File: src/design/rv_isa_pkg.sv
`default_nettype none

package rv_isa_pkg;

  parameter int XLEN = 32;

  typedef logic [XLEN-1:0] word_t;
  typedef logic [4:0] reg_idx_t;

  // major opcodes handled by the core
  typedef enum logic [6:0] {
    OP_LUI    = 7'b0110111,
    OP_IMM    = 7'b0010011,
    OP_REG    = 7'b0110011,
    OP_BRANCH = 7'b1100011,
    OP_SYSTEM = 7'b1110011
  } opcode_e;

  // funct3 for register-immediate and register-register ops
  typedef enum logic [2:0] {
    F3_ADD_SUB = 3'b000,
    F3_SLL     = 3'b001,
    F3_SLT     = 3'b010,
    F3_SLTU    = 3'b011,
    F3_XOR     = 3'b100,
    F3_SRL_SRA = 3'b101,
    F3_OR      = 3'b110,
    F3_AND     = 3'b111
  } funct3_alu_e;

  // 3'b010 and 3'b011 are unused in the branch group
  typedef enum logic [2:0] {
    F3_BEQ  = 3'b000,
    F3_BNE  = 3'b001,
    F3_BLT  = 3'b100,
    F3_BGE  = 3'b101,
    F3_BLTU = 3'b110,
    F3_BGEU = 3'b111
  } funct3_br_e;

  // selects sub, sra and srai
  parameter logic [6:0] FUNCT7_ALT = 7'b0100000;

  // r-type view of an instruction word
  typedef struct packed {
    logic [6:0] funct7;
    reg_idx_t   rs2;
    reg_idx_t   rs1;
    logic [2:0] funct3;
    reg_idx_t   rd;
    logic [6:0] opcode;
  } insn_fields_t;

endpackage

`default_nettype wire
File: src/design/reg_file.sv
`timescale 1ns/1ps
`default_nettype none

module reg_file (
  input  logic                 clk,
  input  logic                 rst,
  input  rv_isa_pkg::reg_idx_t rs1,
  input  rv_isa_pkg::reg_idx_t rs2,
  output rv_isa_pkg::word_t    rs1_data,
  output rv_isa_pkg::word_t    rs2_data,
  input  logic                 we,
  input  rv_isa_pkg::reg_idx_t rd,
  input  rv_isa_pkg::word_t    rd_data
);

  rv_isa_pkg::word_t regs [32];

  always_ff @(posedge clk) begin
    if (rst) begin
      for (int i = 0; i < 32; i++) begin
        regs[i] <= '0;
      end
    end else if (we && rd != 5'd0) begin
      regs[rd] <= rd_data;
    end
  end

  // x0 is forced on the read side as well
  assign rs1_data = (rs1 == 5'd0) ? '0 : regs[rs1];
  assign rs2_data = (rs2 == 5'd0) ? '0 : regs[rs2];

endmodule

`default_nettype wire

File: config.mk
export PLATFORM = sky130hd
export DESIGN_NAME = reg_file
export DESIGN_NICKNAME = d
export VERILOG_FILES = /design/src/design/rv_isa_pkg.sv /design/src/design/reg_file.sv
export SDC_FILE = /design/constraint.sdc
export NUM_CORES = 2
export LEC_CHECK = 0
export BUFFER_PORTS_ARGS = -buffer_cell sky130_fd_sc_hd__buf_2
export CAP_MARGIN = 15
export CELL_PAD_IN_SITES_DETAIL_PLACEMENT = 1
export CELL_PAD_IN_SITES_GLOBAL_PLACEMENT = 1
export CORE_MARGIN = 1.5
export CORE_UTILIZATION = 49
export CTS_BUF_LIST = sky130_fd_sc_hd__clkbuf_16
export DETAILED_ROUTE_END_ITERATION = 8
export PLACE_DENSITY = 0.73
export SETUP_SLACK_MARGIN = 0.15
export SLEW_MARGIN = 10
export SYNTH_ARGS = -nofsm -noshare
export SYNTH_HDL_FRONTEND = slang
export SYNTH_SLANG_ARGS = --single-unit
File: constraint.sdc
create_clock -name clk -period 2.5 [get_ports clk]
set_input_delay 0.5 -clock clk [delete_from_list [all_inputs] [get_ports clk]]
set_output_delay 0.5 -clock clk [all_outputs]
set_load 0.01 [all_outputs]
==> parameters.txt <==
Parameter                              Value

Status
  Result of the run    finished, violations left
  Failing checks    negative setup slack

Floorplanning
  Y dimension of the die    336 um
  I/O pin count    114
  Width of the chip    336 um
  Num rows    121
  Floorplan core area    109000 um2
  Overall die area    113000 um2
  Initial Util    49.6%

Pwr
  Power Density    660 nW/um2
  Leakage power figure    24.0 nW
  IR drop worst, VDD    0.569 mV
  Total Power    44.5 mW

Synthesis
  Most instantiated library cell after synthesis    sky130_fd_sc_hd__edfxtp_1
  Post-synthesis cell area    54300 um2
  Area share of and/or/nand/nor cells after synthesis    13.3%
  Fraction of synthesized cell area taken by the top area cell type    56.7%
  Xor-xnor portion of the synthesized cell area    0%
  Adder and majority cell fraction of the synthesized area    0%
  Number of synthesized flops with an enable pin    1024
  Synthesized flop and latch total    1024
  Main synth FF type    sky130_fd_sc_hd__edfxtp_1
  Cells after synthesis    3502
  Main combinational cell family by area after synthesis    multiplexers
  Warnings, synthesis    0
  Sequential share of the synthesized area    56.7%
  Compound-Gate Fraction of Synth Area    3.65%
  Count of different cell masters after synthesis    42
  Post-synthesis async set-or-reset flop share    0%
  Avg Synthesized Cell Area    15.5 um2
  Dominant cell type by area after synthesis    sky130_fd_sc_hd__edfxtp_1
  Portion of netlist area occupied by mux cells    23.0%
  Most common library cells after synthesis    1024 x sky130_fd_sc_hd__edfxtp_1, 995 x sky130_fd_sc_hd__and2_1, 472 x sky130_fd_sc_hd__mux4_2
  Top post-synthesis cells by area    sky130_fd_sc_hd__edfxtp_1 57%, sky130_fd_sc_hd__mux4_2 20%, sky130_fd_sc_hd__and2_1 11%

Worst setup path
  Critical path startpoint category    flop
  Critical path arrival    2740 ps
  Largest fanout on the critical path    2
  Worst setup path end    rs1_data[9]
  CP Data Required Time    2000 ps
  Worst Setup End Kind    primary output
  Launching instance or port of the critical path    regs[28][9]
  Critical path type    flop to primary output

Timing
  Fin Hold WS    434 ps
  Number of slew-limit violations in the final report    0
  Final hold viol count    0
  Slew @ Worst Pin    730 ps
  Total of endpoints with negative setup slack in the final report    64
  Upper clock frequency limit    309 MHz
  Crit path setup slack, layout    -739 ps
  RSZ-0062 raised after global routing    true
  Shortest period the worst path allows    3240 ps
  Final worst-path cycle share    130%
  Tightest slew margin relative to the limit    51.4%
  Total Negative Setup Slacks    -35100 ps

Final layout
  Number of fill cells    9619
  Register with the highest flop count    regs
  Flip-flop count of the largest register after layout    1024
  Largest registers    regs (1024)
  Syn-to-layout area delta    24.4%
  Final Instance Count excl. Fillers    5457
  Layout cell share with drive strength beyond 1    40.7%
  Nets    3929
  Summed area of non-filler cells in the final layout    67500 um2

GRT
  GRT Resource Usage Total    36.9%
  Global-route wire length before repair    292000 um
  Number of global-route vias before repair    39500
  Number of antenna violations at the first check in global routing    24
  Congestion Overflow GR    0
  Largest net degree at the start of global routing    48

CTS
  CTS root buf    sky130_fd_sc_hd__clkbuf_16
  CTS tree    yes
  Maximum level of the CTS H-tree    3
  Clock buffer depth    3
  Cts-stage hold buffer count    0
  TritonCTS buffer count    113
  Clock sink count    1024
  Clock slew seen by the registers of the worst setup and hold paths    60 ps

Routing
  Antenna-violating nets left    0
  Wirelength, routed    208000 um
  Number of remaining DRC errors    0
  Via-per-instance ratio    6.80
  DR pass1 iterations    6
  DR WL/cell    38.0 um
  Total via count after detailed routing    37100
  Number of design-rule violations left by the first detailed-router iteration    4856

Min path
  Class of the most critical hold timing path    primary input to flop

Place
  Global placer's final weighted congestion    0.917
  Cell count after placement    5157
  Final HPWL DP    132000 um
  Count of buffers from port buffering    113
  Placement-stage cell area    61600 um2

Run
  Max-capacitance violation count    0
[metal layers]
layer / track usage (%) / wire, um
met4: 20.2 / 12900
met5: 0 / 108
met1: 46.9 / 74100
met2: 59.6 / 99100
met3: 7.88 / 21400
[where the power goes]
group | leakage (nW) | internal (mW) | switching (mW)
registers | 9.75 | 19.8 | 0.590
logic | 12.3 | 3.12 | 3.63
clock network | 1.93 | 10.1 | 7.23
[cell families (layout without fill, tap and decap cells)]
family          after synthesis  count (layout)
simple gates               1177            1177
other cells                   1              41
buf+inv                     389             828
mux                         652             652
compound gates              259             259
flops                      1024            1024
[area by class of cell]
| cell class | instances | area, um2 | share of cell area, % |
|---|---|---|---|
| clock inverters | 92 | 872 | 1.29 |
| repair buffers | 618 | 6670 | 9.89 |
| clock buffers | 116 | 2900 | 4.30 |
| flip-flops and latches | 1024 | 30700 | 45.6 |
| inverters | 2 | 7.51 | 0.0111 |
| well taps | 1476 | 1850 | 2.74 |
| diodes | 9 | 22.5 | 0.0334 |
| multi-input cells | 2120 | 24400 | 36.2 |
[cell usage in the layout (no fill, tap or decap), drive strengths merged, types with 32 or more instances in the layout]
cell type	n
edfxtp	1024
a2111oi	55
mux4	472
and2	995
conb	32
a22o	51
buf	611
nor2	36
mux2i	150
nor3	54
o22ai	103
clkinv	52
clkbuf	117
or2	33
[worst max-delay path, stage by stage (launching register included)]
cell	delay (ps)
sky130_fd_sc_hd__edfxtp_1	420
sky130_fd_sc_hd__mux4_2	490
sky130_fd_sc_hd__mux4_2	600
sky130_fd_sc_hd__o22ai_4	160
sky130_fd_sc_hd__buf_6	150
sky130_fd_sc_hd__nor3_4	50
sky130_fd_sc_hd__buf_2	150
[metrics by stage]
step | setup slack [ps] | utilization [%]
after floorplan | 2.35 | -
after global placement | -709 | 56.4
final | -739 | 61.7
after CTS | -754 | 61.3
after detailed placement | -697 | 56.4
after global routing | -748 | 61.7
[repair_timing]
item / CTS / global route
cloned: 12 / 1
buffers inserted: 49 / 21
pin swaps: 95 / 26
gates resized for setup: 173 / 35
setup endpoints to repair: 64 / 64
[how the worst min path moves through the flow]
stage | cells after the start | start | end | slack, ps
finish | 2 | rd_data[5] | regs[5][5] | 430
global placement | 2 | rd_data[5] | regs[4][5] | 1150
CTS | 2 | rd_data[5] | regs[5][5] | 400
detailed placement | 2 | rd_data[5] | regs[6][5] | 1170
floorplan | 1 | rd_data[31] | regs[1][31] | 700
global route | 2 | rd_data[5] | regs[5][5] | 420
Power figures use the tool's default switching activity.
