==> config.mk <==
export PLATFORM = sky130hd
export DESIGN_NAME = pc_unit
export DESIGN_NICKNAME = d
export VERILOG_FILES = /design/src/design/rv_isa_pkg.sv /design/src/design/rv_core_pkg.sv /design/src/design/pc_unit.sv
export SDC_FILE = /design/constraint.sdc
export NUM_CORES = 1
export LEC_CHECK = 0
export BUFFER_PORTS_ARGS = -buffer_cell sky130_fd_sc_hd__buf_2
export CELL_PAD_IN_SITES_DETAIL_PLACEMENT = 0
export CELL_PAD_IN_SITES_GLOBAL_PLACEMENT = 1
export CORE_AREA = 2 2 99 101
export CTS_CLUSTER_DIAMETER = 40
export DETAILED_ROUTE_END_ITERATION = 6
export DIE_AREA = 0 0 101 103
export GPL_ROUTABILITY_DRIVEN = 0
export GPL_TIMING_DRIVEN = 0
export PLACE_DENSITY = 0.94
export SETUP_SLACK_MARGIN = 0.3
export SYNTH_ARGS = -nofsm -noshare
export SYNTH_HDL_FRONTEND = slang
export SYNTH_SLANG_ARGS = --single-unit
==> constraint.sdc <==
create_clock -name clk -period 4.43 [get_ports clk]
set_input_delay 0.6645 -clock clk [delete_from_list [all_inputs] [get_ports clk]]
set_output_delay 0.6645 -clock clk [all_outputs]
set_load 0.05 [all_outputs]
==> src/design/rv_isa_pkg.sv <==
`default_nettype none

package rv_isa_pkg;

  parameter int XLEN = 32;

  typedef logic [XLEN-1:0] word_t;
  typedef logic [4:0] reg_idx_t;

  // major opcodes handled by the core
  typedef enum logic [6:0] {
    OP_LUI    = 7'b0110111,
    OP_IMM    = 7'b0010011,
    OP_REG    = 7'b0110011,
    OP_BRANCH = 7'b1100011,
    OP_SYSTEM = 7'b1110011
  } opcode_e;

  // funct3 for register-immediate and register-register ops
  typedef enum logic [2:0] {
    F3_ADD_SUB = 3'b000,
    F3_SLL     = 3'b001,
    F3_SLT     = 3'b010,
    F3_SLTU    = 3'b011,
    F3_XOR     = 3'b100,
    F3_SRL_SRA = 3'b101,
    F3_OR      = 3'b110,
    F3_AND     = 3'b111
  } funct3_alu_e;

  // 3'b010 and 3'b011 are unused in the branch group
  typedef enum logic [2:0] {
    F3_BEQ  = 3'b000,
    F3_BNE  = 3'b001,
    F3_BLT  = 3'b100,
    F3_BGE  = 3'b101,
    F3_BLTU = 3'b110,
    F3_BGEU = 3'b111
  } funct3_br_e;

  // selects sub, sra and srai
  parameter logic [6:0] FUNCT7_ALT = 7'b0100000;

  // r-type view of an instruction word
  typedef struct packed {
    logic [6:0] funct7;
    reg_idx_t   rs2;
    reg_idx_t   rs1;
    logic [2:0] funct3;
    reg_idx_t   rd;
    logic [6:0] opcode;
  } insn_fields_t;

endpackage

`default_nettype wire
==> src/design/rv_core_pkg.sv <==
`default_nettype none

package rv_core_pkg;

  // arithmetic ops first, branch compares after
  typedef enum logic [3:0] {
    ALU_ADD,
    ALU_SUB,
    ALU_SLL,
    ALU_SLT,
    ALU_SLTU,
    ALU_XOR,
    ALU_SRL,
    ALU_SRA,
    ALU_OR,
    ALU_AND,
    ALU_BEQ,
    ALU_BNE,
    ALU_BLT,
    ALU_BGE,
    ALU_BLTU,
    ALU_BGEU
  } alu_op_e;

  typedef struct packed {
    alu_op_e               alu_op;
    rv_isa_pkg::reg_idx_t  rs1;
    rv_isa_pkg::reg_idx_t  rs2;
    rv_isa_pkg::reg_idx_t  rd;
    rv_isa_pkg::word_t     imm;
    logic                  use_imm;
    logic                  is_lui;
    logic                  is_branch;
    logic                  is_ecall;
    logic                  illegal;
    logic                  reg_we;
  } decoded_t;

  // one retired instruction as seen at the top level
  typedef struct packed {
    rv_isa_pkg::word_t     pc;
    rv_isa_pkg::reg_idx_t  rd;
    rv_isa_pkg::word_t     data;
    logic                  we;
  } commit_t;

endpackage

`default_nettype wire

==> src/design/pc_unit.sv <==
`timescale 1ns/1ps
`default_nettype none

module pc_unit (
  input  logic                  clk,
  input  logic                  rst,
  input  logic                  advance,
  input  rv_core_pkg::decoded_t dec,
  input  logic                  taken,
  output rv_isa_pkg::word_t     pc,
  output logic                  halt
);

  rv_isa_pkg::word_t next_pc;

  // branch target is relative to the branch itself
  assign next_pc = (dec.is_branch && taken) ? pc + dec.imm : pc + 32'd4;

  always_ff @(posedge clk) begin
    if (rst) begin
      pc <= '0;
    end else if (advance) begin
      pc <= next_pc;
    end
  end

  // sticky until reset, ecall still retires in its own cycle
  always_ff @(posedge clk) begin
    if (rst) begin
      halt <= 1'b0;
    end else if (advance && dec.is_ecall) begin
      halt <= 1'b1;
    end
  end

endmodule

`default_nettype wire

==> impl_results.md <==
* Starting Density at 38.6%
* RSZ-0062 raised after global routing: false
* Final worst setup slack at 1.08 ns
* Most Crowded Layer GR: met2
* Pins Over Slew Limit at 0
* Diode count at 0
* DP Cell Count at 699
* Synth Register Bits at 33
* Fin cells at 707
* Sequential power share at 35.5%
* Longest Clk Path Bufs at 2
* Htree depth at 2
* CTS tree: yes
* Post-synth top area share at 18.1%
* Worst skew pair latency at 0.30 ns
* DIE AREA at 10400 um2
* Gr usage total at 22.9%
* Core area at 9460 um2
* Vias in the first global route at 3799
* Vert. Die Dim at 103 um
* Fin crit period at 3.35 ns
* Area of the mapped netlist at 3650 um2
* Crit path cell chain: buf_2 > ha_1 > a21oi_1 > nand4b_1 > a21o_1 > o21ai_1 > a21oi_1 > o41ai_1 > mux2_2 > a211oi_1
* Vias/cell at 6.09
* Final period util at 75.6%
* TNS Setup at 0 ns
* Max Cap Viol at 0
* Drt drc at 0
* Dpl ws at 0.772 ns
* Peak VDD IR at 0.112 mV
* Fin nets at 686
* Worst-path maximum fanout at 4
* Async S/R FF share, synth at 0%
* Logic gate share of total power at 39.9%
* Area leader, netlist: dfxtp_1
* WS Path Type: input pin to register
* Met1 Use GR at 31.7%
* Primary FF master, synth: dfxtp_1
* Sw Share at 42.4%
* Total setup buffers inserted after CTS at 0
* Clock-pin slew on the worst setup and hold paths at 0.08 ns
* Total iterations of the first detailed-routing run at 5
* Pwr Density at 228 nW/um2
* Clock Sink Count at 33
* Routed wire length at 12100 um
* Setup violators final at 0
* Post-CTS Resized at 0
* Layout cells sized above 1 at 16.0%
* Min-Delay Path Class: register to register
* Leak Pwr at 1.79 nW
* Synth cell count leaders: a21oi_1, nand2_1, nor2_1
* Fin. Hold Viols at 0
* Die W at 101 um
* Slowest-stage cell, CP: o41ai_1
* Remaining antenna violation count after routing at 0
* Syn avg cell area at 7.06 um2
* Clk_skew at 0.0114 ns
* Part of the Yosys area used for sequential elements at 18.1%
* Hpwl dp at 9320 um
* EDFF count, synth at 0
* Rows at 36
* Internal power at 553 uW
* Routed len/inst at 17.1 um
* Cell mode on critical path: a21oi_1
* Worst setup EP type: register
* Clock share of power at 24.6%
* Max Freq at 299 MHz
* Area Growth Syn to Fin at 15.6%
* I/O Buffers at 68
* Synthesized net count at 611
* Initial antenna violation count at 0
* Post-Synthesis Cells at 517
* Worst slew pin tran at 0.634 ns
* Crit path required time at 4.64 ns
* Top cell family by delay on the critical path: compound AO/OA/AOI/OAI gates
* # IOs at 94
* Crit path largest cell delay at 0.65 ns
* Starting DRT DRC Count at 462
* Root Driver: clkbuf_8
* Max-slew headroom at 57.1%
* Fin area at 4220 um2
* Status: completed
* Placed inst area at 4130 um2
* Num CTS Buffers at 5
* CTS hold repair buffers at 0
* Met2 usage at 38.3%
* Ys Warns at 0
* Routing usage on met3 at 2.17%
* Worst hold slack at 0.476 ns
* Critical Path AT at 3.56 ns
* Startpoint types: input pin
* Via count at 4307
* First-pass GRT wire length at 19000 um
* Largest net degree at the start of global routing at 12
* Crit path buf inv count at 1
* Post-synth cell types at 67
* Largest cells by area after synthesis: dfxtp_1, ha_1, a21oi_1, nand2_1, nor2_1
* Grt total ovfl at 0
* Psw at 407 uW
worst paths after layout:
path / from / endpoint / slack, ns / cells past startpoint
worst max-delay path: dec[7] / pc[31] / 1.08 / 10
worst min-delay path: halt / halt / 0.48 / 2
worst max register to register: pc[4] / pc[31] / 1.19 / 8
worst min register to register: halt / halt / 0.48 / 2
cells by family after synthesis:
kind of cell | count (synthesis) | share of synthesized area (%)
AOI/OAI and AO/OA | 190 | 33.9
xor gates and xnor gates | 22 | 5.28
adders and majority gates | 33 | 11.5
buffers and inverters | 38 | 3.98
DFF | 33 | 18.1
muxes | 3 | 0.891
and+or+nand+nor | 198 | 26.4
cell type report:
class | count | area, um2
inverters | 13 | 48.8
clock buffers | 5 | 68.8
clock inverters | 3 | 17.5
fillers | 979 | 5240
multi-input cells | 446 | 2840
repair buffers | 68 | 340
flip-flops and latches | 33 | 661
plain buffers | 25 | 96.3
well taps | 114 | 143
cell usage in the layout, fill, tap and decap left out, drive strengths merged, types with 5 or more instances in the layout:
master,instances
inv,13
nand3,22
a31oi,8
xor2,10
ha,32
nand2b,6
dfxtp,33
a211oi,13
nor2,48
a21oi,64
a21o,14
nand2,63
nor3,12
o211ai,6
a211o,6
xnor2,12
and3,5
clkbuf,26
nand4,8
nor4,6
buf,72
or3,5
o21ai,37
metal layers:
metal | part of all wire (%) | vias to the layer above
met2 | 47 | 197
met4 | 1.7 | 0
met1 | 44 | 2008
li1 | - | 2083
met5 | 0 | -
met3 | 7.2 | 19
power by group through the flow:
stage / clock network, mW / registers, mW / logic, mW
after detailed placement: 0 / 0.348 / 0.377
final: 0.236 / 0.341 / 0.383
after CTS: 0.235 / 0.341 / 0.378
after global placement: 0 / 0.347 / 0.371
after global routing: 0.246 / 0.344 / 0.420
after floorplan: 0 / 0.396 / 0.223
through the flow:
step | power, mW | utilization [%]
final | 0.960 | 44.6
after global routing | 1.01 | 44.6
after CTS | 0.954 | 44.6
after detailed placement | 0.724 | 43.7
after global placement | 0.717 | 43.7
after floorplan | 0.620 | -
worst min-delay path, delay by kind of cell (launching register included):
family,cells,cell delay (ns)
AND/OR/NAND/NOR,1,0.07
flip-flops,1,0.33
AO/OA/AOI/OAI,1,0.04
registers in the layout (all words and copies together) (netlist names):
signal,flops
halt,1
pc,32
No activity file was read; power rests on OpenSTA's default activity.
