File: config.mk
export PLATFORM = sky130hd
export DESIGN_NAME = alu
export DESIGN_NICKNAME = d
export VERILOG_FILES = /design/src/design/rv_isa_pkg.sv /design/src/design/rv_core_pkg.sv /design/src/design/alu.sv
export SDC_FILE = /design/constraint.sdc
export NUM_CORES = 1
export LEC_CHECK = 0
export ABC_AREA = 0
export BUFFER_PORTS_ARGS = -buffer_cell sky130_fd_sc_hd__buf_2
export CAP_MARGIN = 5
export CORE_ASPECT_RATIO = 1.25
export CORE_MARGIN = 2
export CORE_UTILIZATION = 33
export DETAILED_ROUTE_END_ITERATION = 6
export PLACE_DENSITY = 0.54
export SLEW_MARGIN = 30
export SYNTH_ARGS = -nofsm -noshare
export SYNTH_HDL_FRONTEND = slang
export SYNTH_SLANG_ARGS = --single-unit
File: constraint.sdc
create_clock -name vclk -period 10.9
set_clock_uncertainty 0.1 [all_clocks]
set_input_delay 3.27 -clock vclk [all_inputs]
set_output_delay 3.27 -clock vclk [all_outputs]
set_load 0.01 [all_outputs]
File: src/design/rv_isa_pkg.sv
`default_nettype none

package rv_isa_pkg;

  parameter int XLEN = 32;

  typedef logic [XLEN-1:0] word_t;
  typedef logic [4:0] reg_idx_t;

  // major opcodes handled by the core
  typedef enum logic [6:0] {
    OP_LUI    = 7'b0110111,
    OP_IMM    = 7'b0010011,
    OP_REG    = 7'b0110011,
    OP_BRANCH = 7'b1100011,
    OP_SYSTEM = 7'b1110011
  } opcode_e;

  // funct3 for register-immediate and register-register ops
  typedef enum logic [2:0] {
    F3_ADD_SUB = 3'b000,
    F3_SLL     = 3'b001,
    F3_SLT     = 3'b010,
    F3_SLTU    = 3'b011,
    F3_XOR     = 3'b100,
    F3_SRL_SRA = 3'b101,
    F3_OR      = 3'b110,
    F3_AND     = 3'b111
  } funct3_alu_e;

  // 3'b010 and 3'b011 are unused in the branch group
  typedef enum logic [2:0] {
    F3_BEQ  = 3'b000,
    F3_BNE  = 3'b001,
    F3_BLT  = 3'b100,
    F3_BGE  = 3'b101,
    F3_BLTU = 3'b110,
    F3_BGEU = 3'b111
  } funct3_br_e;

  // selects sub, sra and srai
  parameter logic [6:0] FUNCT7_ALT = 7'b0100000;

  // r-type view of an instruction word
  typedef struct packed {
    logic [6:0] funct7;
    reg_idx_t   rs2;
    reg_idx_t   rs1;
    logic [2:0] funct3;
    reg_idx_t   rd;
    logic [6:0] opcode;
  } insn_fields_t;

endpackage

`default_nettype wire
File: src/design/rv_core_pkg.sv
`default_nettype none

package rv_core_pkg;

  // arithmetic ops first, branch compares after
  typedef enum logic [3:0] {
    ALU_ADD,
    ALU_SUB,
    ALU_SLL,
    ALU_SLT,
    ALU_SLTU,
    ALU_XOR,
    ALU_SRL,
    ALU_SRA,
    ALU_OR,
    ALU_AND,
    ALU_BEQ,
    ALU_BNE,
    ALU_BLT,
    ALU_BGE,
    ALU_BLTU,
    ALU_BGEU
  } alu_op_e;

  typedef struct packed {
    alu_op_e               alu_op;
    rv_isa_pkg::reg_idx_t  rs1;
    rv_isa_pkg::reg_idx_t  rs2;
    rv_isa_pkg::reg_idx_t  rd;
    rv_isa_pkg::word_t     imm;
    logic                  use_imm;
    logic                  is_lui;
    logic                  is_branch;
    logic                  is_ecall;
    logic                  illegal;
    logic                  reg_we;
  } decoded_t;

  // one retired instruction as seen at the top level
  typedef struct packed {
    rv_isa_pkg::word_t     pc;
    rv_isa_pkg::reg_idx_t  rd;
    rv_isa_pkg::word_t     data;
    logic                  we;
  } commit_t;

endpackage

`default_nettype wire

File: src/design/alu.sv
`timescale 1ns/1ps
`default_nettype none

module alu (
  input  rv_core_pkg::decoded_t dec,
  input  rv_isa_pkg::word_t     rs1_data,
  input  rv_isa_pkg::word_t     rs2_data,
  output rv_isa_pkg::word_t     result,
  output logic                  taken
);

  rv_isa_pkg::word_t opb;
  logic [4:0]        shamt;
  logic              lt_s;
  logic              lt_u;

  assign opb   = dec.use_imm ? dec.imm : rs2_data;
  assign shamt = opb[4:0];

  // shared by slt/sltu and the ordered branches
  assign lt_s = $signed(rs1_data) < $signed(opb);
  assign lt_u = rs1_data < opb;

  always_comb begin
    result = '0;
    taken  = 1'b0;
    case (dec.alu_op)
      rv_core_pkg::ALU_ADD:  result = rs1_data + opb;
      rv_core_pkg::ALU_SUB:  result = rs1_data - opb;
      rv_core_pkg::ALU_SLL:  result = rs1_data << shamt;
      rv_core_pkg::ALU_SLT:  result = {31'b0, lt_s};
      rv_core_pkg::ALU_SLTU: result = {31'b0, lt_u};
      rv_core_pkg::ALU_XOR:  result = rs1_data ^ opb;
      rv_core_pkg::ALU_SRL:  result = rs1_data >> shamt;
      rv_core_pkg::ALU_SRA:  result = $signed(rs1_data) >>> shamt;
      rv_core_pkg::ALU_OR:   result = rs1_data | opb;
      rv_core_pkg::ALU_AND:  result = rs1_data & opb;
      // branches compare rs1 with rs2, use_imm is clear for them
      rv_core_pkg::ALU_BEQ:  taken = (rs1_data == opb);
      rv_core_pkg::ALU_BNE:  taken = (rs1_data != opb);
      rv_core_pkg::ALU_BLT:  taken = lt_s;
      rv_core_pkg::ALU_BGE:  taken = !lt_s;
      rv_core_pkg::ALU_BLTU: taken = lt_u;
      default:               taken = !lt_u;
    endcase
  end

endmodule

`default_nettype wire

==> results of run 1 <==
==> area by class of cell <==
type,count,area [um^2],share of cell area [%]
Multi-Input combinational cell,1228,8560,80.8
Inverter,97,367,3.46
Tap cell,355,444,4.19
Timing Repair Buffer,204,1220,11.5
==> cell families (layout without fill, tap and decap cells) <==
logic type | Yosys count | in the layout | synth area share [%]
buffers and inverters | 214 | 301 | 9.53
adder cells (fa/ha/maj) | 99 | 99 | 13.3
XOR/XNOR | 13 | 13 | 1.21
multiplexers | 137 | 137 | 17.3
AND/OR/NAND/NOR | 462 | 462 | 21.5
AO/OA/AOI/OAI | 517 | 517 | 37.1
==> critical path, cell delays in order <==
cell,delay (ns)
buf_2,0.26
buf_12,0.24
mux2i_1,0.37
ha_1,0.40
inv_1,0.13
a21oi_1,0.15
a311oi_4,0.41
a2111oi_2,0.12
buf_4,0.18
o32a_1,0.44
a221o_1,0.41
or4b_1,0.53
a32oi_1,0.24
buf_2,0.17
==> cell usage in the layout (no fill, tap or decap), drive strengths merged, types with 4 or more instances in the layout <==
master,netlist,layout
buf,44,204
nand2,176,176
nor2,162,162
a21oi,137,137
mux2i,116,116
ha,97,97
inv,97,97
o21ai,83,83
a211oi,32,32
o211ai,31,31
nand3,30,30
o22ai,27,27
a31oi,25,25
a221oi,24,24
mux4,17,17
nor3,17,17
a221o,16,16
o21bai,15,15
o221ai,14,14
o31ai,14,14
a21o,13,13
xnor2,13,13
o2111ai,12,12
a22oi,11,11
nand2b,10,10
and2,9,9
nor2b,9,9
a311oi,9,9
nor4,9,9
a211o,8,8
and3,8,8
or3,8,8
o21a,7,7
nor3b,6,6
a311o,5,5
nand4,5,5
a32oi,4,4
mux2,4,4
==> timing repair <==
action | in CTS | in global routing
setup endpoints to repair | 0 | 5
hold endpoints to repair | 0 | 0
setup buffers | 0 | 0
gates resized for setup | 0 | 2
==> metal layers <==
metal / share of wire (%) / up-vias / wire, um / track usage, %
met3: 8.0 / 105 / 3880 / 3.46
met4: 4.4 / 0 / 2120 / 11.7
li1: - / 5533 / - / -
met2: 46 / 679 / 22300 / 51.8
met1: 41 / 5794 / 19900 / 41.3
met5: 0 / - / 0 / 0
==> through the flow <==
step | total power, mW | utilization, % | instances
floorplan | 0.446 | - | 1442
global placement | 0.685 | 37.5 | 1884
detailed placement | 0.685 | 37.5 | 1884
CTS | 0.688 | 37.5 | 1884
global route | 0.757 | 37.5 | 1884
finish | 0.706 | 37.5 | 1884
==> report_power, final <==
part | switching (mW) | internal, mW | total, mW
clock | 0 | 0 | 0
sequential | 0 | 0 | 0
combinational | 0.454 | 0.252 | 0.706
total | 0.454 | 0.252 | 0.706
==> worst paths after layout <==
check	from	to	slack (ns)
max	dec[5]	taken	0.17
min	dec[54]	taken	7.00
==> run metrics, run 1 <==
status=completed; grt ovf=0; Site Rows=a little under 70; # DRC=0; Routed wire per std cell=25.6 um; DR vias=roughly 12,000; Post-Route WL=about 48,000 um; Hold Fails Final Rpt=0; dpl hpwl=between 30,000 and 40,000 um; Starting Density=approximately a third; worst vdd ir=0.0000343 V; clk_buf instances=0; Syn Std Cell Area=9410 um^2; DR vias/cell=about 6.4; largest fanout on the critical path=20; startpoint types=input pin; PortBufs=~130; FFs & Latches=0; Synth Net Count=1,662; area leader, netlist=ha_1; vias in the first global route=between 10,000 and 15,000; Worst EP required=approximately 7.5 ns; design area=10,600 um^2; Fin Setup TNS=0 ns; Pwr Density=around 67 nW/um^2; crit path DAT=~7.4 ns; final setup margin=0.167 ns; nets=1,751; kind of critical path=input pin to primary output; Tcrit/Tclk final=between 90% and 100%; count leader, synth=nand2_1; Leak=4.81 nW; minimum clock period=10.73 ns; Hold WS=between 7 and 8 ns; Synth Instances=between 1,000 and 1,500; leading post-synthesis cells by instance count=nand2_1, nor2_1, a21oi_1; hold depth=3; YS warnings=0; Reg area=0 um^2; Ant. Diodes=0; Routed Antenna Nets=0; Mean Syn Cell Area=~6.5 um^2; largest cells by area after synthesis=ha_1, mux2i_1, a21oi_1; layout cell share with drive strength beyond 1=around 16%; global-route wire length before repair=71,400 um; largest net degree at the start of global routing=62; pre-CTS WS=roughly 0.16 ns; Core ar.=~28,000 um^2; RSZ-0062 raised after global routing=no; Die Wd=155 um; Slew HR=roughly 36%; Setup crit end kind=primary output; Syn-to-layout area delta=12.5%; GRT Overall Usage=31.1%; Yosys cell types=80; f_max=93.2 MHz; max-slew violations=0; 1st-iter DRT viols=between 1,500 and 2,000; Post-DP Area=between 10,000 and 15,000 um^2; total of max-cap violations=0; Die H=193 um; fillers=around 3,100; Die ar.=29,900 um^2; Top-Level Pins=about 150; Pre-Repair DR Iteration Count=7; worst slew pin tran=~0.95 ns; class of the worst hold path=input pin to primary output; cts hold-fix bufs=0; sequential fraction of the synthesis area=0%; antenna violations before repair=0; GP Congestion=1.00; Setup violations, final=0; Synth top area share=approximately 13%
(Power assumes the default switching activity.)
==> run 2: changes to the inputs <==
--- a/config.mk
+++ b/config.mk
@@ -6,7 +6,7 @@
 export NUM_CORES = 1
 export LEC_CHECK = 0
 export ABC_AREA = 0
-export BUFFER_PORTS_ARGS = -buffer_cell sky130_fd_sc_hd__buf_2
+export BUFFER_PORTS_ARGS = -buffer_cell sky130_fd_sc_hd__clkbuf_2
 export CAP_MARGIN = 5
 export CORE_ASPECT_RATIO = 1.25
 export CORE_MARGIN = 2
==> run metrics, run 2 (synthesis gave the netlist of run 1 again) <==
1st-iter DRT viols=1,208 (-21%); cts hold-fix bufs=0 (unchanged); Pre-Repair DR Iteration Count=7 (unchanged); Site Rows=69 (unchanged); Pwr Total=0.709 mW (+0.50%); antenna violations before repair=0 (unchanged); minimum clock period=10.72 ns (-0.0123 ns); design area=10,600 um^2 (+0.21%); worst vdd ir=0.0000312 V (-8.9%); Pwr Density=66.8 nW/um^2 (+0.29%); GRT Overall Usage=31.0% (-0.15 points); final setup margin=0.179 ns (+0.0123 ns); Setup violations, final=0 (unchanged); Tcrit/Tclk final=98.4% (-0.11 points); Worst EP required=7.53 ns (about the same); dpl hpwl=37,500 um (-1.1%); Die H=193 um (unchanged); max-slew violations=0 (unchanged); most frequent cells in the layout=nand2_1, nor2_1, a21oi_1, clkbuf_2, mux2i_1; Routed wire per std cell=25.4 um (-0.84%); RSZ-0062 raised after global routing=no; Starting Density=33.3% (unchanged); commonest non-fill, non-tap cell in the layout=nand2_1; Crit path buffers/inverters=5 (unchanged); Layout Cells excl Fill=1,884 (unchanged); Ant. Diodes=0 (unchanged); # DRC=0 (unchanged); DR vias/cell=6.40 (-0.51%); Top-Level Pins=154 (unchanged); CP peak stage delay=0.92 ns (+0.39 ns); # Post-CTS Setup Buffers=0 (unchanged); f_max=93.3 MHz (+0.11%); most frequent cell on the critical path=clkbuf_2; pre-CTS WS=0.267 ns (+0.103 ns); fillers=3,052 (-2.1%); Slew HR=34.0% (-1.7 points); Leak=4.84 nW (+0.70%); DR vias=12,000 (-0.51%); PortBufs=134 (unchanged); total of max-cap violations=0 (unchanged); Setup crit end kind=primary output; kind of critical path=input pin to primary output; Syn-to-layout area delta=12.8%; worst slew pin tran=0.987 ns (+0.0366 ns); largest fanout on the critical path=4 (-80%); startpoint types=input pin; grt ovf=0 (unchanged); Core ar.=28,200 um^2 (unchanged); crit-path leading delay family=compound AO/OA/AOI/OAI gates; nets=1,751 (unchanged); crit path DAT=7.35 ns (about the same); Post-DP Area=10,600 um^2 (+0.31%); Reg area=0 um^2 (unchanged); slowest cell on the critical path=a2111oi_2; Fin Setup TNS=0 ns (unchanged); Post-Place Cells=1,884 (unchanged); Hold Fails Final Rpt=0 (unchanged); clk_buf instances=0 (unchanged); multi-input logic area=8540 um^2 (-0.18%); crit path cell chain=clkbuf_2 -> mux2i_4 -> inv_2 -> ha_1 -> inv_1 -> fa_1 -> nor2b_1 -> o211ai_2 -> a311oi_4 -> a2111oi_2 -> o21ai_0 -> buf_4 -> a21o_1 -> a21oi_1 -> a211oi_1 -> a31oi_1 -> clkbuf_2; largest net degree at the start of global routing=62 (unchanged); Post-Route WL=47,800 um (-0.84%); status=completed; FFs & Latches=0 (unchanged); Hold WS=6.98 ns (-0.0192 ns); Routed Antenna Nets=0 (unchanged); Die ar.=29,900 um^2 (unchanged); Final Util=37.6% (+0.080 points); GP Congestion=1.02 (+1.3%); class of the worst hold path=input pin to primary output; layout cell share with drive strength beyond 1=16.2% (-0.20 points); vias in the first global route=11,500 (+1.3%); Die Wd=155 um (unchanged); global-route wire length before repair=71,300 um (-0.19%); post_cts resized=0 (unchanged)
-- run 2: report_power, final --
| group | internal [mW] | switching [mW] | total, mW |
|---|---|---|---|
| Combinational | 0.254 | 0.455 | 0.709 |
| Clock | 0 | 0 | 0 |
| Sequential | 0 | 0 | 0 |
-- run 2: metal layers --
layer  wire length, um  global-route usage (%)  vias up
met5                 0                       0        -
met2             21200                    48.8      652
met1             19600                    40.8     5718
li1                  -                       -     5530
met3              3630                    3.39      149
met4              3350                    18.2        0
-- run 2: worst paths after layout --
path,from,endpoint,cells after the start
setup / recovery,dec[5],result[30],17
hold / removal,dec[54],taken,3
-- run 2: final cells by class --
type                            instances  share of cell area [%]
Multi-Input combinational cell       1228                    80.5
Inverter                               97                    3.45
Timing Repair Buffer                  204                    11.9
Tap cell                              355                    4.19
