<file path="src/design/rv_isa_pkg.sv">
`default_nettype none

package rv_isa_pkg;

  parameter int XLEN = 32;

  typedef logic [XLEN-1:0] word_t;
  typedef logic [4:0] reg_idx_t;

  // major opcodes handled by the core
  typedef enum logic [6:0] {
    OP_LUI    = 7'b0110111,
    OP_IMM    = 7'b0010011,
    OP_REG    = 7'b0110011,
    OP_BRANCH = 7'b1100011,
    OP_SYSTEM = 7'b1110011
  } opcode_e;

  // funct3 for register-immediate and register-register ops
  typedef enum logic [2:0] {
    F3_ADD_SUB = 3'b000,
    F3_SLL     = 3'b001,
    F3_SLT     = 3'b010,
    F3_SLTU    = 3'b011,
    F3_XOR     = 3'b100,
    F3_SRL_SRA = 3'b101,
    F3_OR      = 3'b110,
    F3_AND     = 3'b111
  } funct3_alu_e;

  // 3'b010 and 3'b011 are unused in the branch group
  typedef enum logic [2:0] {
    F3_BEQ  = 3'b000,
    F3_BNE  = 3'b001,
    F3_BLT  = 3'b100,
    F3_BGE  = 3'b101,
    F3_BLTU = 3'b110,
    F3_BGEU = 3'b111
  } funct3_br_e;

  // selects sub, sra and srai
  parameter logic [6:0] FUNCT7_ALT = 7'b0100000;

  // r-type view of an instruction word
  typedef struct packed {
    logic [6:0] funct7;
    reg_idx_t   rs2;
    reg_idx_t   rs1;
    logic [2:0] funct3;
    reg_idx_t   rd;
    logic [6:0] opcode;
  } insn_fields_t;

endpackage

`default_nettype wire
</file>
<file path="src/design/rv_core_pkg.sv">
`default_nettype none

package rv_core_pkg;

  // arithmetic ops first, branch compares after
  typedef enum logic [3:0] {
    ALU_ADD,
    ALU_SUB,
    ALU_SLL,
    ALU_SLT,
    ALU_SLTU,
    ALU_XOR,
    ALU_SRL,
    ALU_SRA,
    ALU_OR,
    ALU_AND,
    ALU_BEQ,
    ALU_BNE,
    ALU_BLT,
    ALU_BGE,
    ALU_BLTU,
    ALU_BGEU
  } alu_op_e;

  typedef struct packed {
    alu_op_e               alu_op;
    rv_isa_pkg::reg_idx_t  rs1;
    rv_isa_pkg::reg_idx_t  rs2;
    rv_isa_pkg::reg_idx_t  rd;
    rv_isa_pkg::word_t     imm;
    logic                  use_imm;
    logic                  is_lui;
    logic                  is_branch;
    logic                  is_ecall;
    logic                  illegal;
    logic                  reg_we;
  } decoded_t;

  // one retired instruction as seen at the top level
  typedef struct packed {
    rv_isa_pkg::word_t     pc;
    rv_isa_pkg::reg_idx_t  rd;
    rv_isa_pkg::word_t     data;
    logic                  we;
  } commit_t;

endpackage

`default_nettype wire

</file>
<file path="src/design/insn_decoder.sv">
`timescale 1ns/1ps
`default_nettype none

module insn_decoder (
  input  rv_isa_pkg::word_t     insn,
  output rv_core_pkg::decoded_t dec
);

  rv_isa_pkg::insn_fields_t f;
  rv_isa_pkg::word_t        imm_i;
  rv_isa_pkg::word_t        imm_b;
  rv_isa_pkg::word_t        imm_u;

  assign f = rv_isa_pkg::insn_fields_t'(insn);

  assign imm_i = {{20{insn[31]}}, insn[31:20]};
  // b-type offset is scattered over funct7 and rd
  assign imm_b = {{19{insn[31]}}, insn[31], insn[7], insn[30:25], insn[11:8], 1'b0};
  assign imm_u = {insn[31:12], 12'b0};

  always_comb begin
    dec           = '0;
    dec.alu_op    = rv_core_pkg::ALU_ADD;
    dec.rs1       = f.rs1;
    dec.rs2       = f.rs2;
    dec.rd        = f.rd;
    dec.imm       = imm_i;

    case (f.opcode)
      rv_isa_pkg::OP_LUI: begin
        dec.imm    = imm_u;
        dec.is_lui = 1'b1;
        dec.reg_we = 1'b1;
      end
      rv_isa_pkg::OP_IMM: begin
        dec.use_imm = 1'b1;
        dec.reg_we  = 1'b1;
        case (f.funct3)
          rv_isa_pkg::F3_ADD_SUB: dec.alu_op = rv_core_pkg::ALU_ADD;
          rv_isa_pkg::F3_SLT:     dec.alu_op = rv_core_pkg::ALU_SLT;
          rv_isa_pkg::F3_SLTU:    dec.alu_op = rv_core_pkg::ALU_SLTU;
          rv_isa_pkg::F3_XOR:     dec.alu_op = rv_core_pkg::ALU_XOR;
          rv_isa_pkg::F3_OR:      dec.alu_op = rv_core_pkg::ALU_OR;
          rv_isa_pkg::F3_AND:     dec.alu_op = rv_core_pkg::ALU_AND;
          rv_isa_pkg::F3_SLL: begin
            dec.alu_op  = rv_core_pkg::ALU_SLL;
            dec.illegal = (f.funct7 != 7'b0);
          end
          default: begin
            // srli or srai, told apart by the upper immediate bits
            if (f.funct7 == 7'b0) begin
              dec.alu_op = rv_core_pkg::ALU_SRL;
            end else if (f.funct7 == rv_isa_pkg::FUNCT7_ALT) begin
              dec.alu_op = rv_core_pkg::ALU_SRA;
            end else begin
              dec.illegal = 1'b1;
            end
          end
        endcase
      end
      rv_isa_pkg::OP_REG: begin
        dec.reg_we = 1'b1;
        if (f.funct7 == 7'b0) begin
          case (f.funct3)
            rv_isa_pkg::F3_ADD_SUB: dec.alu_op = rv_core_pkg::ALU_ADD;
            rv_isa_pkg::F3_SLL:     dec.alu_op = rv_core_pkg::ALU_SLL;
            rv_isa_pkg::F3_SLT:     dec.alu_op = rv_core_pkg::ALU_SLT;
            rv_isa_pkg::F3_SLTU:    dec.alu_op = rv_core_pkg::ALU_SLTU;
            rv_isa_pkg::F3_XOR:     dec.alu_op = rv_core_pkg::ALU_XOR;
            rv_isa_pkg::F3_SRL_SRA: dec.alu_op = rv_core_pkg::ALU_SRL;
            rv_isa_pkg::F3_OR:      dec.alu_op = rv_core_pkg::ALU_OR;
            default:                dec.alu_op = rv_core_pkg::ALU_AND;
          endcase
        end else if (f.funct7 == rv_isa_pkg::FUNCT7_ALT &&
                     f.funct3 == rv_isa_pkg::F3_ADD_SUB) begin
          dec.alu_op = rv_core_pkg::ALU_SUB;
        end else if (f.funct7 == rv_isa_pkg::FUNCT7_ALT &&
                     f.funct3 == rv_isa_pkg::F3_SRL_SRA) begin
          dec.alu_op = rv_core_pkg::ALU_SRA;
        end else begin
          // includes the multiply/divide group
          dec.illegal = 1'b1;
        end
      end
      rv_isa_pkg::OP_BRANCH: begin
        dec.imm       = imm_b;
        dec.is_branch = 1'b1;
        case (f.funct3)
          rv_isa_pkg::F3_BEQ:  dec.alu_op = rv_core_pkg::ALU_BEQ;
          rv_isa_pkg::F3_BNE:  dec.alu_op = rv_core_pkg::ALU_BNE;
          rv_isa_pkg::F3_BLT:  dec.alu_op = rv_core_pkg::ALU_BLT;
          rv_isa_pkg::F3_BGE:  dec.alu_op = rv_core_pkg::ALU_BGE;
          rv_isa_pkg::F3_BLTU: dec.alu_op = rv_core_pkg::ALU_BLTU;
          rv_isa_pkg::F3_BGEU: dec.alu_op = rv_core_pkg::ALU_BGEU;
          default:             dec.illegal = 1'b1;
        endcase
      end
      rv_isa_pkg::OP_SYSTEM: begin
        // only the all-zero form is ecall
        if (insn[31:7] == 25'b0) begin
          dec.is_ecall = 1'b1;
        end else begin
          dec.illegal = 1'b1;
        end
      end
      default: dec.illegal = 1'b1;
    endcase

    // illegal words just fall through to pc + 4
    if (dec.illegal) begin
      dec.reg_we    = 1'b0;
      dec.is_branch = 1'b0;
    end
  end

endmodule

`default_nettype wire

</file>
<file path="config.mk">
export PLATFORM = sky130hd
export DESIGN_NAME = insn_decoder
export DESIGN_NICKNAME = d
export VERILOG_FILES = /design/src/design/rv_isa_pkg.sv /design/src/design/rv_core_pkg.sv /design/src/design/insn_decoder.sv
export SDC_FILE = /design/constraint.sdc
export NUM_CORES = 1
export LEC_CHECK = 0
export BUFFER_PORTS_ARGS = -buffer_cell sky130_fd_sc_hd__buf_2
export CAP_MARGIN = 20
export CORE_MARGIN = 4
export CORE_UTILIZATION = 38
export DETAILED_ROUTE_END_ITERATION = 8
export MAX_ROUTING_LAYER = met4
export PLACE_DENSITY = 0.85
export SYNTH_ARGS = -nofsm -noshare
export SYNTH_HDL_FRONTEND = slang
export SYNTH_SLANG_ARGS = --single-unit
export TNS_END_PERCENT = 20
</file>
<file path="constraint.sdc">
create_clock -name vclk -period 2.7
set_input_delay 0.81 -clock vclk [all_inputs]
set_output_delay 0.81 -clock vclk [all_outputs]
set_load 0.01 [all_outputs]
</file>
==> insert_results.sql <==
INSERT INTO impl_metrics (metric_group, metric, value, unit) VALUES
('cells_and_area', 'number_of_fillers_in_the_final_layout', '150', ''),
('logic_synthesis', 'ys_types', '42', ''),
('routing', 'avgViaCountPerCell', '5.50', ''),
('power_and_ir_drop', 'cellLeakagePower', '1.08', 'nW'),
('worst_setup_path', 'cp_bufs_invs', '3', ''),
('worst_setup_path', 'crit_path_max_fanout', '4', ''),
('placed_design', 'finalWeightedCongestion', '0.951', ''),
('power_and_ir_drop', 'worst_ir_drop_vdd', '0.115', 'mV'),
('sta', 'fin_ws', '-224', 'ps'),
('global_route', 'first_global_vias', '1357', ''),
('cells_and_area', 'layout.sequential_cells', '0', ''),
('die', 'rows', '17', ''),
('power_and_ir_drop', 'sw_frac_of_total', '47.7', '%'),
('worst_setup_path', 'criticalPathCategory', 'in -> out', ''),
('worst_setup_path', 'worst_setup_path_start_kind', 'input pin', ''),
('die', 'core_area', '2230', 'sq um'),
('worst_setup_path', 'timing.critical_path.cells', 'buf_8 -> nor4_4 -> buf_4 -> o211ai_1 -> a31oi_1 -> and4_1 -> buf_2', ''),
('sta', 'worst_pin_slew', '349', 'ps'),
('sta', 'grt_setup_unrepaired', 'yes', ''),
('routing', 'drtIter0Drc', '63', ''),
('cells_and_area', 'clock_buffer_instance_count_of_the_final_layout', '0', ''),
('worst_setup_path', 'worst_path_dominant_cell_family', 'simple AND/OR/NAND/NOR gates', ''),
('logic_synthesis', 'postSynthNetCount', '167', ''),
('die', 'i_o_pin_count', '89', ''),
('routing', 'drtAntennaViolNets', '0', ''),
('power_and_ir_drop', 'pwr-share-seq', '0', '%'),
('global_route', 'grt_pass1_wl', '5.95', 'mm'),
('global_route', 'largest_net_degree_at_the_start_of_global_routing', '32', ''),
('sta', 'slew_hr', '76.7', '%'),
('worst_hold_path', 'hold_path_class', 'in -> out', ''),
('cells_and_area', 'sequential_cell_area', '0', 'sq um'),
('cells_and_area', 'num_antenna_cells', '0', ''),
('logic_synthesis', 'synth_largest_type_area_fraction', '15.9', '%'),
('worst_setup_path', 'slowest_stage', 'nor4_4', ''),
('logic_synthesis', 'postSynthAreaPerCell', '6.63', 'sq um'),
('routing', 'dr_wl_met3', '406', 'um'),
('routing', 'detail_route.wirelength', '4.44', 'mm'),
('routing', 'detail_route.drc_violations', '0', ''),
('worst_setup_path', 'cp.depth', '7', ''),
('power_and_ir_drop', 'combPwrFrac', '100.0', '%'),
('sta', 'finalHoldWorstSlack', '1840', 'ps'),
('cells_and_area', 'post-route-util', '83.5', '%'),
('power_and_ir_drop', 'cellInternalPower', '0.139', 'mW'),
('routing', 'route.met2.wl', '2.35', 'mm'),
('logic_synthesis', 'syn_area', '895', 'sq um'),
('die', 'die_h', '56.5', 'um'),
('sta', 'final.setup.tns', '-1890', 'ps'),
('logic_synthesis', 'ys_seq_area_share', '0', '%'),
('placed_design', 'pre_cts_setup_slack', '-301', 'ps'),
('cells_and_area', 'final_common_cell', 'buf_2', ''),
('cells_and_area', 'share_of_final_layout_standard_cells_stronger_than_drive_strength_1', '66.8', '%'),
('worst_hold_path', 'worst_min_delay_path_startpoint', 'insn[9]', ''),
('cells_and_area', 'instances_no_fill', '281', ''),
('sta', 'slew_viol_final', '0', ''),
('job', 'maxCapViolCount', '0', ''),
('routing', 'wirelength_met1', '1.53', 'mm'),
('die', 'start_util', '40.1', '%'),
('worst_setup_path', 'worstPathArrival', '2110', 'ps'),
('worst_setup_path', 'critPathCaptureType', 'primary output', ''),
('global_route', 'grt.total_usage', '22.8', '%'),
('routing', 'mean_routed_wirelength_per_cell', '15.8', 'um'),
('cells_and_area', 'final_cell_mix', 'buf_2 (81), buf_4 (39), a21o_1 (19), buf_6 (19), nor2_1 (11)', ''),
('worst_setup_path', 'timing.critical_path.slowest_cell_delay', '330', 'ps'),
('logic_synthesis', 'synthCells', '135', ''),
('status', 'violations_in_the_final_reports', 'setup timing', ''),
('logic_synthesis', 'netlist_top_cells_area', 'a21o_1 (16%), buf_4 (13%), nor2b_1 (5.6%)', ''),
('cells_and_area', 'syn2layout_area_growth', '108', '%'),
('sta', 'report.final.setup_viol', '30', ''),
('status', 'status', 'finished, violations left', ''),
('placed_design', 'io_buffer_count', '89', ''),
('logic_synthesis', 'synthesis.yosys.warnings', '0', '');
worst min-delay path by stage:
| stage | slack [ps] | endpoint |
|---|---|---|
| final | 1840 | dec[40] |
| after global routing | 1860 | dec[40] |
| after global placement | 1840 | dec[40] |
| after CTS | 1850 | dec[40] |
| after detailed placement | 1840 | dec[40] |
| after floorplan | 1660 | dec[5] |
metal layers:
metal | vias up | global-route usage [%]
li1 | 726 | -
met1 | 703 | 23.9
met2 | 101 | 43.2
met3 | 16 | 3.45
met4 | 0 | 6.78
met5 | - | -
power groups by stage:
stage / combinational, mW / clock [mW] / sequential [mW]
floorplan: 0.103 / 0 / 0
global placement: 0.220 / 0 / 0
detailed placement: 0.225 / 0 / 0
CTS: 0.238 / 0 / 0
global route: 0.283 / 0 / 0
finish: 0.265 / 0 / 0
Yosys cell counts (2+ instances only):
| cell | number |
|---|---|
| nand2b_1 | 2 |
| a21o_1 | 19 |
| nor2b_1 | 8 |
| nor4b_1 | 2 |
| a31o_2 | 2 |
| nor2_1 | 11 |
| buf_4 | 16 |
| xnor2_1 | 2 |
| clkbuf_1 | 2 |
| nor3_1 | 4 |
| nand4_1 | 2 |
| a21oi_1 | 4 |
| nand2_1 | 10 |
| inv_1 | 4 |
| o211ai_1 | 2 |
| o31ai_1 | 2 |
| buf_2 | 6 |
| nor3_2 | 2 |
| o21ai_0 | 7 |
| nor4_1 | 5 |
| a32oi_1 | 2 |
stage by stage:
stage,area [sq um],power [mW]
detailed placement,1630,0.225
finish,1860,0.265
global placement,1630,0.220
floorplan,901,0.103
global route,1860,0.283
CTS,1720,0.238
what timing repair did:
action,4_1_cts,5_1_grt
setup buffers,1,3
hold endpoints to repair,0,0
pin swaps,3,10
cloned,0,0
gates resized for setup,20,30
setup endpoints to repair,34,34
logic make-up after synthesis:
family | after synthesis | share of synthesized area, %
mux | 1 | 1.68
compound gates | 43 | 34.0
buf+inv | 30 | 21.0
xor+xnor | 3 | 2.94
simple gates | 58 | 40.4
area by class of cell:
class	count	area [sq um]	share of cell area (%)
Tap cell	28	35.0	1.88
Multi-Input combinational cell	105	823	44.2
Timing Repair Buffer	143	987	53.0
Inverter	5	18.8	1.01
Power figures use the tool's default switching activity.
